<file path="config.mk">
export PLATFORM = sky130hd
export DESIGN_NAME = kicker_game
export DESIGN_NICKNAME = d
export VERILOG_FILES = /design/src/kicker_pkg.sv /design/src/kicker_frac_cen.sv /design/src/kicker_dwnld.sv /design/src/kicker_rom_slot.sv /design/src/kicker_rom_arb.sv /design/src/kicker_game.sv
export VERILOG_INCLUDE_DIRS = /design/src
export SDC_FILE = /design/constraint.sdc
export NUM_CORES = 1
export LEC_CHECK = 0
export BUFFER_PORTS_ARGS = -buffer_cell sky130_fd_sc_hd__buf_2
export CORE_AREA = 5 5 150 152
export CTS_CLUSTER_SIZE = 12
export DETAILED_ROUTE_END_ITERATION = 8
export DIE_AREA = 0 0 155 157
export PLACE_DENSITY = 0.75
export SYNTH_ARGS = -nofsm -noshare
export SYNTH_HDL_FRONTEND = slang
export SYNTH_SLANG_ARGS = --single-unit
</file>
<file path="constraint.sdc">
create_clock -name clk -period 3.6 [get_ports clk]
set_input_delay 0.72 -clock clk [delete_from_list [all_inputs] [get_ports clk]]
set_output_delay 0.72 -clock clk [all_outputs]
set_load 0.02 [all_outputs]
</file>
<file path="src/kicker_defines.svh">
`ifndef KICKER_DEFINES_SVH
`define KICKER_DEFINES_SVH

// SDRAM byte map of the downloaded image
// Main CPU ROM sits at the bottom of the image
`define SCR_START   25'h000040
`define OBJ_START   25'h000080

// PROM bytes go to the PROM strobe and never reach SDRAM
`define PROM_START  25'h0000C0

// Pixel clock ratio, CEN_N pulses every CEN_M clk cycles
`define CEN_N       16
`define CEN_M       125

// Reads the SDRAM controller accepts after reset
`define SDRAM_CREDITS 2

`endif

</file>
<file path="src/kicker_pkg.sv">
package kicker_pkg;

    // Read slot tags, also the arbiter priority order
    typedef enum logic [1:0] {
        SLOT_SCR  = 2'd0,
        SLOT_OBJ  = 2'd1,
        SLOT_MAIN = 2'd2
    } slot_id_e;

    // One SDRAM programming write
    typedef struct packed {
        logic [21:0] addr;  // Word address
        logic [7:0]  data;
        logic [1:0]  mask;  // Active low byte enables
    } prog_wr_t;

    typedef struct packed {
        logic        valid;
        logic [21:0] addr;
        slot_id_e    tag;
    } sdram_rd_t;

    // Scroll reads the half word, object and main pick one byte
    typedef union packed {
        logic [15:0]     half;
        logic [1:0][7:0] bytes;  // Byte 0 is the low byte
    } rom_word_u;

    typedef struct packed {
        logic      valid;
        rom_word_u data;
    } sdram_rsp_t;

    typedef struct packed {
        logic        valid;
        logic [21:0] addr;  // Word address inside the slot region
    } slot_req_t;

endpackage

</file>
<file path="src/kicker_frac_cen.sv">
`timescale 1ns/1ps
`include "kicker_defines.svh"

module kicker_frac_cen (
    input  logic clk,
    input  logic arst_n,
    output logic pxl2_cen,
    output logic pxl_cen,
    output logic snd_cen
);

    localparam logic [7:0] STEP = 8'(`CEN_N);
    localparam logic [7:0] WRAP = 8'(`CEN_M);

    logic [7:0] acc;
    logic [7:0] sum;
    logic       base;
    logic [1:0] div;  // Counts base pulses for the slower enables

    assign sum  = acc + STEP;
    assign base = sum >= WRAP;

    always_ff @(posedge clk or negedge arst_n) begin
        if (!arst_n) begin
            acc      <= '0;
            div      <= '0;
            pxl2_cen <= 1'b0;
            pxl_cen  <= 1'b0;
            snd_cen  <= 1'b0;
        end else begin
            acc      <= base ? sum - WRAP : sum;
            pxl2_cen <= base;
            pxl_cen  <= base && !div[0];      // Every second base pulse
            snd_cen  <= base && div == 2'd0;  // Every fourth
            if (base) begin
                div <= div + 2'd1;
            end
        end
    end

    a_pxl_in_pxl2: assert property (@(posedge clk) disable iff (!arst_n)
        pxl_cen |-> pxl2_cen);

endmodule

</file>
<file path="src/kicker_dwnld.sv">
`timescale 1ns/1ps
`include "kicker_defines.svh"

module kicker_dwnld (
    input  logic                 clk,
    input  logic                 arst_n,
    input  logic                 downloading,
    input  logic [24:0]          ioctl_addr,
    input  logic [7:0]           ioctl_dout,
    input  logic                 ioctl_wr,
    output kicker_pkg::prog_wr_t prog,
    output logic                 prog_we,
    output logic                 prom_we
);

    logic        wr_en;
    logic        in_prom;
    logic        in_scr;
    logic [21:0] word_addr;
    logic [21:0] swz_addr;

    assign wr_en     = ioctl_wr && downloading;
    assign in_prom   = ioctl_addr >= `PROM_START;
    assign in_scr    = ioctl_addr > `SCR_START && ioctl_addr < `OBJ_START;
    assign word_addr = ioctl_addr[22:1];  // 8 MB SDRAM

    // Scroll tiles are stored with the row bits rotated
    always_comb begin
        swz_addr = word_addr;
        if (in_scr) begin
            swz_addr[0]   = word_addr[3];
            swz_addr[3:1] = word_addr[2:0];
        end
    end

    always_ff @(posedge clk or negedge arst_n) begin
        if (!arst_n) begin
            prog_we <= 1'b0;
            prom_we <= 1'b0;
        end else begin
            prog_we <= wr_en && !in_prom;
            prom_we <= wr_en && in_prom;
        end
    end

    // PROM writes reuse the same payload
    always_ff @(posedge clk) begin
        if (wr_en) begin
            prog.addr <= swz_addr;
            prog.data <= ioctl_dout;
            prog.mask <= ioctl_addr[0] ? 2'b01 : 2'b10;  // Odd byte is the high lane
        end
    end

    a_one_strobe: assert property (@(posedge clk) disable iff (!arst_n)
        !(prog_we && prom_we));

endmodule

</file>
<file path="src/kicker_rom_slot.sv">
`timescale 1ns/1ps

module kicker_rom_slot #(
    parameter int DW = 8
) (
    input  logic                         clk,
    input  logic                         arst_n,
    input  logic                         cs,
    input  logic [(DW == 8 ? 22 : 21):0] addr,
    input  logic                         grant,
    input  logic                         rsp_valid,
    input  kicker_pkg::rom_word_u        rsp_data,
    output kicker_pkg::slot_req_t        req,
    output logic [DW-1:0]                data,
    output logic                         ok
);

    logic [21:0]           word_addr;
    logic [21:0]           cache_addr;
    kicker_pkg::rom_word_u cache_data;
    logic                  cache_vld;
    logic [21:0]           pend_addr;  // Address of the read in progress
    logic                  req_vld;
    logic                  waiting;    // Granted, response not back yet
    logic                  hit;
    logic                  fill_hit;
    logic                  start;

    generate
        if (DW == 8) begin : g_byte
            assign word_addr = addr[22:1];
            assign data      = cache_data.bytes[addr[0]];
        end else begin : g_half
            assign word_addr = addr;
            assign data      = cache_data.half;
        end
    endgenerate

    assign hit      = cache_vld && cache_addr == word_addr;
    assign fill_hit = rsp_valid && pend_addr == word_addr;
    assign start    = cs && !hit && !req_vld && !waiting;

    assign req.valid = req_vld;
    assign req.addr  = pend_addr;

    always_ff @(posedge clk or negedge arst_n) begin
        if (!arst_n) begin
            req_vld   <= 1'b0;
            waiting   <= 1'b0;
            cache_vld <= 1'b0;
            ok        <= 1'b0;
        end else begin
            ok <= cs && (hit || fill_hit);
            if (req_vld && grant) begin
                req_vld <= 1'b0;
                waiting <= 1'b1;
            end else if (start) begin
                req_vld <= 1'b1;
            end
            if (rsp_valid) begin
                waiting   <= 1'b0;
                cache_vld <= 1'b1;
            end
        end
    end

    always_ff @(posedge clk) begin
        if (start) begin
            pend_addr <= word_addr;
        end
        if (rsp_valid) begin
            cache_addr <= pend_addr;
            cache_data <= rsp_data;
        end
    end

    a_req_hold: assert property (@(posedge clk) disable iff (!arst_n)
        req_vld && !grant |=> req_vld && $stable(pend_addr));

    // Arbiter only routes a response back to a slot that was granted
    a_rsp_expected: assert property (@(posedge clk) disable iff (!arst_n)
        rsp_valid |-> waiting);

endmodule

</file>
<file path="src/kicker_rom_arb.sv">
`timescale 1ns/1ps
`include "kicker_defines.svh"

module kicker_rom_arb (
    input  logic                   clk,
    input  logic                   arst_n,
    input  kicker_pkg::slot_req_t  scr_req,
    input  kicker_pkg::slot_req_t  obj_req,
    input  kicker_pkg::slot_req_t  main_req,
    input  logic                   sdram_credit,
    input  kicker_pkg::sdram_rsp_t sdram_rsp,
    output logic                   scr_grant,
    output logic                   obj_grant,
    output logic                   main_grant,
    output kicker_pkg::sdram_rd_t  sdram_req,
    output logic                   scr_rsp_valid,
    output logic                   obj_rsp_valid,
    output logic                   main_rsp_valid,
    output kicker_pkg::rom_word_u  rsp_data
);

    localparam int QD = `SDRAM_CREDITS;
    localparam int CW = $clog2(QD + 1);
    localparam int PW = (QD > 1) ? $clog2(QD) : 1;

    localparam logic [21:0] SCR_OFS = 22'(`SCR_START >> 1);
    localparam logic [21:0] OBJ_OFS = 22'(`OBJ_START >> 1);

    logic [CW-1:0]        credits;
    logic                 issue;
    logic                 pop;
    kicker_pkg::slot_id_e pick;
    logic [21:0]          pick_addr;

    kicker_pkg::slot_id_e tag_q [QD];  // Tags of reads in flight, oldest at rd_ptr
    logic [PW-1:0]        wr_ptr;
    logic [PW-1:0]        rd_ptr;
    logic [CW-1:0]        q_cnt;
    kicker_pkg::slot_id_e head;

    logic                 req_vld;
    logic [21:0]          req_addr;
    kicker_pkg::slot_id_e req_tag;

    function automatic logic [PW-1:0] ptr_inc(input logic [PW-1:0] p);
        return (p == PW'(QD - 1)) ? '0 : p + 1'b1;
    endfunction

    // Scroll first, then object, main CPU last
    always_comb begin
        pick      = kicker_pkg::SLOT_MAIN;
        pick_addr = main_req.addr;  // Main ROM starts at zero
        if (scr_req.valid) begin
            pick      = kicker_pkg::SLOT_SCR;
            pick_addr = scr_req.addr + SCR_OFS;
        end else if (obj_req.valid) begin
            pick      = kicker_pkg::SLOT_OBJ;
            pick_addr = obj_req.addr + OBJ_OFS;
        end
    end

    assign issue = credits != '0 && (scr_req.valid || obj_req.valid || main_req.valid);
    assign pop   = sdram_rsp.valid;

    assign scr_grant  = issue && pick == kicker_pkg::SLOT_SCR;
    assign obj_grant  = issue && pick == kicker_pkg::SLOT_OBJ;
    assign main_grant = issue && pick == kicker_pkg::SLOT_MAIN;

    always_ff @(posedge clk or negedge arst_n) begin
        if (!arst_n) begin
            credits <= CW'(QD);
            wr_ptr  <= '0;
            rd_ptr  <= '0;
            q_cnt   <= '0;
            req_vld <= 1'b0;
        end else begin
            credits <= credits - CW'(issue) + CW'(sdram_credit);
            q_cnt   <= q_cnt + CW'(issue) - CW'(pop);
            req_vld <= issue;
            if (issue) begin
                wr_ptr <= ptr_inc(wr_ptr);
            end
            if (pop) begin
                rd_ptr <= ptr_inc(rd_ptr);
            end
        end
    end

    always_ff @(posedge clk) begin
        if (issue) begin
            tag_q[wr_ptr] <= pick;
            req_addr      <= pick_addr;
            req_tag       <= pick;
        end
    end

    assign sdram_req.valid = req_vld;
    assign sdram_req.addr  = req_addr;
    assign sdram_req.tag   = req_tag;

    // Responses come back in issue order
    assign head           = tag_q[rd_ptr];
    assign scr_rsp_valid  = pop && head == kicker_pkg::SLOT_SCR;
    assign obj_rsp_valid  = pop && head == kicker_pkg::SLOT_OBJ;
    assign main_rsp_valid = pop && head == kicker_pkg::SLOT_MAIN;
    assign rsp_data       = sdram_rsp.data;

    a_credit_max: assert property (@(posedge clk) disable iff (!arst_n)
        credits <= CW'(QD));

    a_rsp_in_flight: assert property (@(posedge clk) disable iff (!arst_n)
        sdram_rsp.valid |-> q_cnt != '0);

endmodule

</file>
<file path="src/kicker_game.sv">
`timescale 1ns/1ps

module kicker_game (
    input  logic                   clk,
    input  logic                   arst_n,
    input  logic                   downloading,
    input  logic [24:0]            ioctl_addr,
    input  logic [7:0]             ioctl_dout,
    input  logic                   ioctl_wr,
    input  logic                   scr_cs,
    input  logic [21:0]            scr_addr,   // Word address
    input  logic                   obj_cs,
    input  logic [22:0]            obj_addr,   // Byte address
    input  logic                   main_cs,
    input  logic [22:0]            main_addr,  // Byte address
    input  logic                   sdram_credit,
    input  kicker_pkg::sdram_rsp_t sdram_rsp,
    output kicker_pkg::prog_wr_t   prog,
    output logic                   prog_we,
    output logic                   prom_we,
    output kicker_pkg::sdram_rd_t  sdram_req,
    output logic [15:0]            scr_data,
    output logic                   scr_ok,
    output logic [7:0]             obj_data,
    output logic                   obj_ok,
    output logic [7:0]             main_data,
    output logic                   main_ok,
    output logic                   pxl_cen,
    output logic                   pxl2_cen,
    output logic                   snd_cen
);

    kicker_pkg::slot_req_t scr_req;
    kicker_pkg::slot_req_t obj_req;
    kicker_pkg::slot_req_t main_req;
    logic                  scr_grant;
    logic                  obj_grant;
    logic                  main_grant;
    logic                  scr_rsp_valid;
    logic                  obj_rsp_valid;
    logic                  main_rsp_valid;
    kicker_pkg::rom_word_u rsp_data;

    kicker_frac_cen u_cen (
        .clk      ( clk      ),
        .arst_n   ( arst_n   ),
        .pxl2_cen ( pxl2_cen ),
        .pxl_cen  ( pxl_cen  ),
        .snd_cen  ( snd_cen  )
    );

    kicker_dwnld u_dwnld (
        .clk         ( clk         ),
        .arst_n      ( arst_n      ),
        .downloading ( downloading ),
        .ioctl_addr  ( ioctl_addr  ),
        .ioctl_dout  ( ioctl_dout  ),
        .ioctl_wr    ( ioctl_wr    ),
        .prog        ( prog        ),
        .prog_we     ( prog_we     ),
        .prom_we     ( prom_we     )
    );

    kicker_rom_slot #(.DW(16)) u_scr (
        .clk       ( clk           ),
        .arst_n    ( arst_n        ),
        .cs        ( scr_cs        ),
        .addr      ( scr_addr      ),
        .grant     ( scr_grant     ),
        .rsp_valid ( scr_rsp_valid ),
        .rsp_data  ( rsp_data      ),
        .req       ( scr_req       ),
        .data      ( scr_data      ),
        .ok        ( scr_ok        )
    );

    kicker_rom_slot #(.DW(8)) u_obj (
        .clk       ( clk           ),
        .arst_n    ( arst_n        ),
        .cs        ( obj_cs        ),
        .addr      ( obj_addr      ),
        .grant     ( obj_grant     ),
        .rsp_valid ( obj_rsp_valid ),
        .rsp_data  ( rsp_data      ),
        .req       ( obj_req       ),
        .data      ( obj_data      ),
        .ok        ( obj_ok        )
    );

    kicker_rom_slot #(.DW(8)) u_main (
        .clk       ( clk            ),
        .arst_n    ( arst_n         ),
        .cs        ( main_cs        ),
        .addr      ( main_addr      ),
        .grant     ( main_grant     ),
        .rsp_valid ( main_rsp_valid ),
        .rsp_data  ( rsp_data       ),
        .req       ( main_req       ),
        .data      ( main_data      ),
        .ok        ( main_ok        )
    );

    kicker_rom_arb u_arb (
        .clk            ( clk            ),
        .arst_n         ( arst_n         ),
        .scr_req        ( scr_req        ),
        .obj_req        ( obj_req        ),
        .main_req       ( main_req       ),
        .sdram_credit   ( sdram_credit   ),
        .sdram_rsp      ( sdram_rsp      ),
        .scr_grant      ( scr_grant      ),
        .obj_grant      ( obj_grant      ),
        .main_grant     ( main_grant     ),
        .sdram_req      ( sdram_req      ),
        .scr_rsp_valid  ( scr_rsp_valid  ),
        .obj_rsp_valid  ( obj_rsp_valid  ),
        .main_rsp_valid ( main_rsp_valid ),
        .rsp_data       ( rsp_data       )
    );

endmodule

</file>
==> results of run 1 <==
registers in the layout, indices dropped and copies added, names as in the netlist, 2 cells and up:
name	count
u_arb.req_addr	22
u_arb.tag_q	4
u_obj.cache_addr	22
u_obj.cache_data	16
u_scr.pend_addr	22
u_arb.req_tag	2
u_main.pend_addr	22
u_arb.credits	2
u_main.cache_addr	22
u_scr.cache_addr	22
u_obj.pend_addr	22
u_cen.acc	8
u_cen.div	2
u_scr.data	16
u_main.cache_data	16
u_dwnld.prog	32
path summary, 6_finish.rpt:
kind,start,endpoint,slack (ns),depth (start not counted)
max,u_scr.req_vld,u_arb.credits[1],1.15,8
min,arst_n,u_cen.div[1],0.27,1
max reg2reg,u_scr.req_vld,u_arb.credits[1],1.15,8
min reg2reg,u_obj.cache_vld,u_obj.cache_vld,0.48,1
max in group asynchronous,arst_n,u_main.cache_vld,2.83,1
min in group clk,ioctl_dout[7],u_dwnld.prog[9],0.37,1
area by class of cell:
type                    instances  share of cell area (%)
flip-flops and latches        272                    58.2
clock buffers                  40                    5.80
inverters                      19                   0.518
multi-input cells             446                    23.7
clock inverters                 8                   0.664
well taps                     275                    2.50
repair buffers                231                    8.57
power by group:
group	internal [mW]	total [mW]	switching, mW	leakage [nW]
registers	4.40	4.83	0.424	2.62
logic	0.759	2.26	1.50	2.15
clock network	1.67	2.81	1.14	0.435
cells in the mapped netlist, drive strengths merged, types with 2 or more instances:
library cell / number
nand2: 29
dfrtp: 31
o21ai: 15
a211oi: 7
clkbuf: 6
and3: 4
and4: 3
a221o: 2
mux2: 20
ha: 9
nor3: 12
nand4: 32
or2: 2
nor2: 39
o41ai: 2
and2: 4
edfxtp: 240
nand2b: 4
a22oi: 2
a21oi: 12
buf: 7
o311ai: 2
a21o: 6
o21a: 2
inv: 18
nor2b: 6
nor3b: 3
xnor2: 76
nor4: 27
nand3: 14
mux2i: 7
xor2: 96
a31oi: 2
routing by layer:
layer | global-route usage (%) | up-vias | part of all wire (%)
li1 | - | 3274 | -
met5 | 0 | - | 0.041
met4 | 5.63 | 2 | 2.5
met2 | 36.2 | 303 | 48
met3 | 5.58 | 45 | 8.8
met1 | 28.4 | 3437 | 41
kinds of logic (layout without fill, tap and decap cells):
group	count (synthesis)	after routing
AO/OA/AOI/OAI	55	55
XOR/XNOR	172	172
adder cells (fa/ha/maj)	9	9
buffers and inverters	32	298
flip-flops	272	272
multiplexers	27	27
AND/OR/NAND/NOR	183	183
cell usage in the layout (no fill, tap or decap), types with 4 or more instances in the layout:
master / n
edfxtp_1: 240
xor2_1: 96
buf_2: 222
mux2i_1: 7
nor2_1: 38
clkbuf_16: 30
clkbuf_1: 9
nor3_1: 11
a211oi_1: 7
dfrtp_1: 31
nor4_1: 25
and2_1: 4
nand3_1: 14
xnor2_1: 76
mux2_2: 16
nand4_1: 32
and3_1: 4
inv_1: 18
a21o_1: 6
buf_4: 9
nor2b_1: 5
nand2b_1: 4
a21oi_1: 12
nand2_1: 29
ha_1: 9
o21ai_0: 15
mux2_1: 4
critical path: stages (launching register included):
cell     delay (ns)
dfrtp_1        0.58
nor2_1         0.66
a21o_1         0.27
inv_1          0.07
ha_1           0.27
inv_1          0.04
ha_1           0.17
xnor2_1        0.17
xnor2_1        0.15
==> impl_metrics.py, run 1 <==
metrics = {
    "layout": {
        "final_area_mm2": 0.0138,
        "final_nets": 1134,
        "nFillCells": 1558,
        "syn_to_final_growth_pct": 20.8,
        "final_cells": 1291,
        "seqCellArea_mm2": 0.00801,
        "num_antenna_cells": 0,
        "final_core_util_pct": 65.9,
        "multi_input_area_mm2": 0.00327,
        "drive_gt1_share_pct": 28.8,
    },
    "grt": {
        "antenna_found_initial": 1,
        "grt_pass1_vias": 7324,
        "gr-total-overflow": 0,
        "grt_pass1_wl_um": 40800,
        "grt_util_all_layers_pct": 21.6,
        "grt_max_degree": 40,
    },
    "power": {
        "pwr_density_cell_mw_per_mm2": 719,
        "power.total_mw": 9.90,
        "ir_drop_uv": 497,
        "p_leak_nw": 5.21,
    },
    "clock_tree": {
        "cts_made_buffers": 29,
        "cts_tree": "done",
        "cts_hold_buffers": 0,
        "clock_path_buffers": 3,
        "clkTransAtPathRegs_ns": 0.06,
        "postCtsSetupBuffers": 0,
        "cts_sinks": 272,
        "cts_root_buf": "clkbuf_16",
        "htreeDepth": 1,
        "ctsResizeCount": 0,
        "clk_latency_ns": 0.53,
    },
    "placed_design": {
        "post-dp-hpwl_um": 20100,
        "gp_congestion": 0.902,
        "dpl-instance-area_mm2": 0.0129,
        "port_buffers": 222,
        "place_ws_ns": 0.930,
        "placed_cells": 1243,
    },
    "synth": {
        "syn_area_mm2": 0.0114,
        "synthAdderAreaFrac_pct": 0.988,
        "synth.area.mux_share_pct": 2.59,
        "syn_nets": 885,
        "netlist.area_leader.share_pct": 63.3,
        "synth_compound_area_share_pct": 3.11,
        "yosys-top-cells-area": "edfxtp_1 (63%), xor2_1 (7.4%), dfrtp_1 (6.8%), xnor2_1 (5.8%), nand4_1 (1.8%)",
        "yosys.cell_types.count": 47,
        "synth_top_family_by_area": "XOR/XNOR gates",
        "synth-seq-cells": 272,
        "async_reset_ff_share_pct": 11.8,
        "synthSimpleGateAreaFrac_pct": 8.68,
        "ys.flop_type": "edfxtp_1",
        "seq_area_frac_synth_pct": 70.3,
        "syn_inst": 750,
        "synth_edf_count": 240,
        "yosys.area_share.xor_xnor_pct": 13.2,
        "syn_area_per_cell_um2": 15.2,
        "synth_area_leader_cell": "edfxtp_1",
        "yosys_warnings": 0,
    },
    "sta": {
        "rsz0062_at_grt": "false",
        "tightest_slew_ns": 1.22,
        "clock.fmax_mhz": 407,
        "hold_slack_ns": 0.267,
        "max_slew_margin_pct": 18.8,
        "min_period_over_period_pct": 68.2,
        "layout_min_cycle_time_ns": 2.45,
        "setup_violations": 0,
        "skew_ns": 0.00818,
        "finalHoldViolations": 0,
        "fin_tns_setup_ns": 0,
        "setup_ws_ns": 1.15,
        "final_max_slew_viol_count": 0,
    },
    "drt": {
        "drt_iter0_drc": 497,
        "drc_errors": 0,
        "viasPerCell": 5.47,
        "via_count": 7061,
        "routed_wl_um": 26900,
        "first_pass_iters": 4,
        "avgRoutedWirePerCell_um": 20.8,
        "drt.antenna.violating_nets": 0,
    },
    "setup_path": {
        "crit_fanout": 15,
        "worst-setup-path-type": "register to register",
        "end_kind": "register",
        "crit_required_ns": 4.05,
        "critPathLaunchType": "register",
        "critPathArrivalTime_ns": 2.91,
    },
    "floorplan": {
        "die_w_um": 155,
        "core_mm2": 0.0209,
        "die_height_um": 157,
        "start_util_pct": 54.5,
        "ios": 223,
        "rows": 53,
        "die_area_mm2": 0.0243,
    },
    "status": {
        "status": "completed",
    },
    "flow_run": {
        "cap_violations": 0,
    },
    "min_path": {
        "hold_path.class": "input pin to asynchronous set/reset pin",
    },
}
(Power assumes the default switching activity.)
==> run 2, diff against run 1 <==
clock period = 2.27 ns   (was 3.6 ns; I/O delays follow)
==> run 2 against run 1 <==
Net effect:
- power rose by 57%
- fmax grew 17%
- sequential power up 56%
==> impl_metrics.py, run 2 (same netlist as run 1, synthesis figures left out) <==
metrics = {
    "drt": {
        "viasPerCell": 5.42,
        "drt.antenna.violating_nets": 0,
        "first_pass_iters": 7,
        "drc_errors": 0,
        "drt_iter0_drc": 441,
        "avgRoutedWirePerCell_um": 20.1,
        "routed_wl_um": 26400,
        "via_count": 7119,
    },
    "sta": {
        "clock.fmax_mhz": 477,
        "min_period_over_period_pct": 92.3,
        "rsz0062_at_grt": "false",
        "hold_slack_ns": 0.0209,
        "setup_violations": 0,
        "final_max_slew_viol_count": 0,
        "finalHoldViolations": 0,
        "tightest_slew_ns": 0.827,
        "skew_ns": 0.0122,
        "layout_min_cycle_time_ns": 2.09,
        "max_slew_margin_pct": 44.9,
        "setup_ws_ns": 0.176,
    },
    "grt": {
        "grt_util_all_layers_pct": 21.2,
        "gr-total-overflow": 0,
        "grt_max_degree": 40,
        "grt_pass1_vias": 7313,
        "antenna_found_initial": 1,
        "grt_pass1_wl_um": 40000,
    },
    "setup_path": {
        "max_stage_delay_ns": 0.42,
        "timing.rr.start": "u_obj.cache_addr[1]",
        "end_kind": "register",
        "critPathArrivalTime_ns": 2.37,
        "critical_path_buf_inv_count": 1,
        "cp_top_family": "simple AND/OR/NAND/NOR gates",
        "crit_required_ns": 2.55,
        "crit_fanout": 22,
        "cp_slowest_cell": "nor4_1",
        "cp-startpoint": "u_obj.cache_addr[1]",
        "worst-setup-path-type": "register to register",
        "critPathLaunchType": "register",
        "path_cells": "xor2_1, nor4_1, nand4_1, o311ai_1, nor2_1, buf_12",
    },
    "clock_tree": {
        "cts_tree": "done",
        "cts_root_buf": "clkbuf_16",
        "cts_made_buffers": 28,
        "clock_path_buffers": 3,
        "htreeDepth": 1,
        "clkTransAtPathRegs_ns": 0.06,
        "clk_latency_ns": 0.53,
        "cts_sinks": 272,
        "postCtsSetupBuffers": 0,
    },
    "layout": {
        "final_cell_mix": "edfxtp_1 (240), buf_2 (222), xor2_1 (96)",
        "final_nets": 1151,
        "final_cells": 1314,
        "drive_gt1_share_pct": 30.0,
        "final_area_mm2": 0.0139,
        "largest_register_ffs": 32,
        "syn_to_final_growth_pct": 22.0,
        "nFillCells": 1554,
        "final_common_cell": "edfxtp_1",
        "regMostFlops": "u_dwnld.prog",
    },
    "floorplan": {
        "ios": 223,
        "rows": 53,
        "die_w_um": 155,
        "start_util_pct": 54.5,
        "core_mm2": 0.0209,
        "die_area_mm2": 0.0243,
        "die_height_um": 157,
    },
    "placed_design": {
        "dpl-instance-area_mm2": 0.0131,
        "post-dp-hpwl_um": 19500,
        "port_buffers": 222,
        "gp_congestion": 0.854,
        "place_ws_ns": -0.0927,
        "placed_cells": 1261,
    },
    "power": {
        "ir_drop_uv": 698,
        "pwr_density_cell_mw_per_mm2": 1120,
        "p_leak_nw": 5.27,
    },
    "status": {
        "status": "completed",
    },
    "flow_run": {
        "cap_violations": 0,
    },
    "min_path": {
        "hold_path.class": "input pin to asynchronous set/reset pin",
    },
}
run 2: final timing paths:
kind | endpoint | slack [ns] | cells past startpoint
max in group asynchronous | u_main.cache_vld | 1.72 | 1
hold reg to reg | u_obj.cache_vld | 0.47 | 1
setup reg to reg | u_obj.pend_addr[3] | 0.18 | 6
setup / recovery | u_obj.pend_addr[3] | 0.18 | 6
hold / removal | u_arb.req_vld | 0.02 | 1
min in group clk | u_dwnld.prog[8] | 0.10 | 1
run 2: power breakdown:
part	switching [mW]	total, mW	internal, mW
registers	0.585	7.55	6.97
logic	2.47	3.81	1.34
clock network	1.80	4.19	2.39
run 2: cell type report:
cell class                      instances  area (um2)  area share (%)
Antenna cell                            1        2.50          0.0180
Clock buffer                           45         796            5.73
Clock inverter                          7        35.0           0.252
Inverter                               19        75.1           0.540
Multi-Input combinational cell        446        3280            23.6
Sequential cell                       272        8010            57.6
Tap cell                              275         344            2.48
Timing Repair Buffer                  249        1350            9.72
run 2: layer usage:
metal | track usage [%] | routed length (um)
met1 | 29.0 | 11100
met2 | 34.6 | 12500
met3 | 4.40 | 2120
met4 | 6.31 | 720
met5 | 0 | 0
run 2: stage by stage:
stage                     power (mW)  utilization [%]  TNS (ns)
after floorplan                 9.86                -         0
after global placement          11.4             62.5         0
after detailed placement        11.5             62.5     -2.03
after CTS                       15.7             66.5         0
after global routing            16.3             66.5         0
final                           15.6             66.5         0
run 2: worst reg2reg max path, cell delays in order, from the launching register on:
cell and delay, ns:
edfxtp_1 0.38, xor2_1 0.15, nor4_1 0.42, nand4_1 0.19
o311ai_1 0.37, nor2_1 0.13, buf_12 0.19
run 2: what timing repair did:
action,in CTS,in global routing
resized for setup,0,1
endpoints found under the setup margin,0,22
hold buffers,0,0
